File: src/hw/tiny16_pkg.sv
// Geometry counts are in clocks, one pixel per clock; map codes decode the top 3 bits of a 12-bit word address
`default_nettype none

package tiny16_pkg;

    // Frame geometry
    localparam int H_TOTAL   = 64;
    localparam int V_TOTAL   = 32;
    localparam int H_VIS     = 48;
    localparam int V_VIS     = 24;

    // Interrupt line and main-side reset release line
    localparam int VINT_LINE = 24;
    localparam int RST_LINE  = 20;

    // Main bus regions, addr[11:9]
    localparam logic [2:0] MAP_CHAR = 3'd0;
    localparam logic [2:0] MAP_PAL  = 3'd1;
    localparam logic [2:0] MAP_OBJ  = 3'd2;
    localparam logic [2:0] MAP_RAM  = 3'd6;
    localparam logic [2:0] MAP_XRAM = 3'd7;

    // Main CPU access, dsn is active low per byte lane
    typedef struct packed {
        logic [11:0] addr;
        logic [15:0] data;
        logic [1:0]  dsn;
        logic        rnw;
        logic        stb;
    } cpu_bus_t;

    // Blanking levels are active low
    typedef struct packed {
        logic [5:0] hcnt;
        logic [4:0] vrender;
        logic       lhbl;
        logic       lvbl;
        logic       vint;
    } vtiming_t;

    typedef struct packed {
        logic [12:0] addr;
        logic        valid;
    } gfx_req_t;

    // One-hot chip selects
    typedef struct packed {
        logic char;
        logic pal;
        logic obj;
        logic ram;
        logic xram;
    } sel_t;

endpackage

`default_nettype wire

File: src/hw/tiny16_video.sv
// No pixel output; the fetch request is built from the next position for a registered consumer
`timescale 1ns/1ns
`default_nettype none

module tiny16_video (
    input  logic                 clk,
    input  logic                 rst,
    input  tiny16_pkg::cpu_bus_t bus,
    input  logic                 pal_sel,
    input  logic                 wr,
    output tiny16_pkg::vtiming_t timing,
    output logic [15:0]          pal_dout,
    output tiny16_pkg::gfx_req_t req
);
    import tiny16_pkg::*;

    logic [5:0]  hcnt;
    logic [5:0]  hnext;
    logic [4:0]  vcnt;
    logic [4:0]  vnext;
    logic        line_end;
    logic        vint;
    logic        pal_we;
    logic [5:0]  pal_addr;
    logic [15:0] pal [64];

    assign line_end = (hcnt == 6'(H_TOTAL - 1));

    // Position after the coming edge
    always_comb begin
        hnext = line_end ? 6'd0 : hcnt + 6'd1;
        vnext = vcnt;
        if (line_end) begin
            vnext = (vcnt == 5'(V_TOTAL - 1)) ? 5'd0 : vcnt + 5'd1;
        end
    end

    always_ff @(posedge clk) begin
        if (rst) begin
            hcnt <= '0;
            vcnt <= '0;
            vint <= 1'b0;
        end else begin
            hcnt <= hnext;
            vcnt <= vnext;
            // High for the first pixel of the interrupt line
            vint <= line_end && (vnext == 5'(VINT_LINE));
        end
    end

    assign timing.hcnt    = hcnt;
    assign timing.vrender = vcnt;
    assign timing.lhbl    = (hcnt < 6'(H_VIS));
    assign timing.lvbl    = (vcnt < 5'(V_VIS));
    assign timing.vint    = vint;

    // Palette of 64 words with byte lanes
    assign pal_we   = pal_sel && wr;
    assign pal_addr = bus.addr[5:0];

    // Cleared by rst so the main CPU sees a black palette
    always_ff @(posedge clk) begin
        if (rst) begin
            for (int i = 0; i < 64; i++) begin
                pal[i] <= '0;
            end
        end else if (pal_we) begin
            if (!bus.dsn[1]) begin
                pal[pal_addr][15:8] <= bus.data[15:8];
            end
            if (!bus.dsn[0]) begin
                pal[pal_addr][7:0] <= bus.data[7:0];
            end
        end
    end

    // Read data one cycle after the strobe
    always_ff @(posedge clk) begin
        if (pal_sel) begin
            pal_dout <= pal[pal_addr];
        end
    end

    // Character fetch for the next pixel is registered downstream
    // Row in the upper bits, column per 8 pixels, then the line within the tile
    assign req.valid = (hnext < 6'(H_VIS)) && (vnext < 5'(V_VIS));
    assign req.addr  = {2'b00, vnext, hnext[5:3], vnext[2:0]};

    a_vint_pulse: assert property (
        @(posedge clk) disable iff (rst)
        timing.vint |=> !timing.vint
    ) else $error("vint longer than one cycle");

endmodule

`default_nettype wire

File: config.mk
export PLATFORM = sky130hd
export DESIGN_NAME = tiny16_video
export DESIGN_NICKNAME = d
export VERILOG_FILES = /design/src/hw/tiny16_pkg.sv /design/src/hw/tiny16_video.sv
export SDC_FILE = /design/constraint.sdc
export NUM_CORES = 2
export LEC_CHECK = 0
export CORE_ASPECT_RATIO = 2
export CORE_MARGIN = 8
export CORE_UTILIZATION = 50
export DETAILED_ROUTE_END_ITERATION = 12
export DONT_BUFFER_PORTS = 1
export GPL_TIMING_DRIVEN = 0
export PLACE_DENSITY = 0.77
export SYNTH_ARGS = -nofsm -noshare
export SYNTH_HDL_FRONTEND = slang
export SYNTH_SLANG_ARGS = --single-unit
File: constraint.sdc
create_clock -name clk -period 2.95 [get_ports clk]
set_input_delay 0.295 -clock clk [delete_from_list [all_inputs] [get_ports clk]]
set_output_delay 0.295 -clock clk [all_outputs]
set_load 0.005 [all_outputs]
==> results.toml <==
[yosys]
synth_top_area_share_pct = 64.47
yosysTopAreaCell = "edfxtp_1"
synth_most_common_cell = "edfxtp_1"
synth_area_sq_um = 48440
synthFlopType = "edfxtp_1"
synth_area_leaders = "edfxtp_1 (64%), and2_1 (13%), mux4_2 (5.8%)"
synth.avg_cell_area_sq_um = 14.14
ys_warn_count = 0
seq_area_frac_synth_pct = 64.96
synth-seq-cells = 1052
synth_edf_count = 1040
synth_common_cells = "edfxtp_1 (1,040), and2_1 (1,025), nor2_1 (185), mux2i_1 (174), clkbuf_1 (165)"
ys_types = 60
synthArstFlopShare_pct = 0
syn_inst = 3426

[drt]
wl_met1_um = 48620
met2_wirelength_um = 83770
routed-wl-met3_um = 14900
top_layer = "met5"
drt-total-wl_um = 168900
routed_via_density = 6.372
wl_per_cell_um = 35.05
drc = 0
firstDrtPassIters = 6
drt-initial-drc-count = 3782
num_vias = 30715
ant_nets = 0

[clock_tree]
clock_sinks = 1052
h-tree-depth = 3
clk_pin_slew_ns = 0.07
cts_inserted_buffers = 86
root_buffer = "clkbuf_16"
clock_latency_ns = 0.70
clk_path_buf_depth = 3
post-cts-setup-buffers = 0
cts_tree = "yes"

[placement]
place.gp.congestion = 1.035
dp_hpwl_um = 123300
numPortBuffers = 0
post-place-ws_ns = -1.198

[power]
leakage_uw = 0.01849
peakVddDrop_mv = 0.4890
finalPower_uw = 32590
powerDensity_nw_per_um2 = 613.8

[worst_setup_path]
crit_arrival_ns = 3.53
reg2reg_to = "pal_dout[14]"
cp-end-kind = "flop"
timing.rr.start = "pal[55][14]"
rr_worst_depth = 5
reg2reg_slack_ns = 0.16
crit_fanout = 10
crit_type = "input port to flop"
required_ns = 3.31
critPathLaunchType = "input port"

[global_route]
grt_remaining_overflow = 0
antenna_found_initial = 20
grt_pass1_vias = 31411
track_usage_pct = 31.02
grt_max_degree = 18
grt_pass1_wl_um = 232800

[final_layout]
final_nets = 3555
regArea_sq_um = 31470
fill_cells = 7516
multi_input_area_sq_um = 15810
areaGrowthSynthToFinish_pct = 9.593
layout-drive-gt1-share_pct = 14.33

[sta]
rsz0062_at_grt = "yes"
final-setup-viol-count = 297
relSlewSlack_pct = -6.548
setup_tns_ns = -21.59
worst_slack_ns = -0.2198
slew_viol_final = 11
fin_crit_sh_pct = 107.5
skew_ns = 0.03171
max_freq_mhz = 315.5
tightest_slew_ns = 1.598
fin_crit_ns = 3.170
hold_viol_final = 0

[min_path]
whs_path_depth = 2
hold_path_end = "pal[63][7]"
min_path_type = "input port to flop"
hold_start = "bus[11]"

[floorplanning]
die_y_um = 456.2
die_w_um = 236.1
ioPinCount = 80
start_util_pct = 50.41
die_area_sq_um = 107700
rows = 161
core_area_sq_um = 96090

[run_status]
violations = "capacitance limit, slew limit, setup timing"
outcome = "finished, violations left"

[run]
drv_cap = 1
## worst max-delay path by stage
stage	start	to	depth (start not counted)
finish	bus[20]	pal[63][14]	7
floorplan	bus[22]	pal[0][0]	7
global route	bus[20]	pal[39][13]	7
CTS	bus[20]	pal[35][11]	7
detailed placement	bus[22]	pal_dout[6]	9
global placement	bus[22]	pal_dout[6]	9
## layer usage
metal / up-vias / GRT usage (%)
met2: 2022 / 52.47
met1: 15201 / 29.15
met5: - / 0
met4: 6 / 33.30
met3: 735 / 7.621
li1: 12751 / -
## cells in the final DEF (no fill, tap or decap), types with 12 or more instances in the layout
cell,netlist,final
clkbuf_16,0,90
nand2_1,42,40
nand4_1,17,17
o21ai_0,63,60
edfxtp_1,1040,1040
o22a_1,26,26
a22oi_1,18,18
buf_2,59,52
mux2i_1,174,174
nor2_2,1,18
clkbuf_1,165,171
dfxtp_1,12,12
a221oi_1,110,110
o22ai_1,59,59
or2_2,129,129
clkinv_2,0,14
clkinv_1,0,16
bufinv_16,0,14
mux4_2,124,124
nor2_1,185,168
and2_1,1025,1025
mux2_2,12,12
buf_4,13,19
buf_1,25,21
## cells by family (layout without fill, tap and decap cells)
kind of cell             count (synthesis)  in the layout  share of synthesized area [%]
AND/OR/NAND/NOR                       1462           1462                          17.74
other                                    1             13                       0.007741
buffers and inverters                  276            436                          2.547
adder cells (fa/ha/maj)                  3              3                        0.07749
multiplexers                           314            314                          9.856
XOR/XNOR                                 3              3                        0.05425
AO/OA/AOI/OAI                          315            315                          4.758
flip-flops                            1052           1052                          64.96
## final cells by class
class | instances | area share [%]
diodes | 11 | 0.05185
well taps | 1222 | 2.880
repair buffers | 1 | 0.01885
plain buffers | 271 | 2.371
clock buffers | 101 | 4.320
multi-input cells | 2099 | 29.78
inverters | 5 | 0.03535
clock inverters | 58 | 1.261
flip-flops and latches | 1052 | 59.28
## state kept, by name, indices dropped and copies added, names as in the netlist
signal    flops
hcnt          6
vcnt          5
pal        1024
vint          1
pal_dout     16
## report_power, final
part           switching, uW  internal, uW  total (uW)
registers                267         17100       17400
logic                   1980           797        2780
clock network           5580          6820       12400
total                   7830         24800       32600
## critical path, cell delays in order
cell and delay, ns:
buf_6 0.21, and2_1 0.16, buf_2 0.34, buf_1 0.66
nand2_1 0.72, nor2_1 0.73, or2_2 0.38
## what timing repair did
action,in CTS,in global routing
endpoints found under the hold margin,16,0
gates resized for setup,24,24
hold buffers,1,0
gates cloned,0,0
endpoints found under the setup margin,182,226
## metrics by stage
step	cells	util [%]	area [sq um]	hold WS, ns
after global routing	4814	55.24	53070	0.2756
after global placement	4649	52.01	49980	0.4106
after detailed placement	4649	52.02	49980	0.4106
final	4820	55.25	53090	0.2789
after floorplan	3427	-	48450	0.4075
after CTS	4809	55.18	53020	0.2411
(Power assumes the default switching activity.)
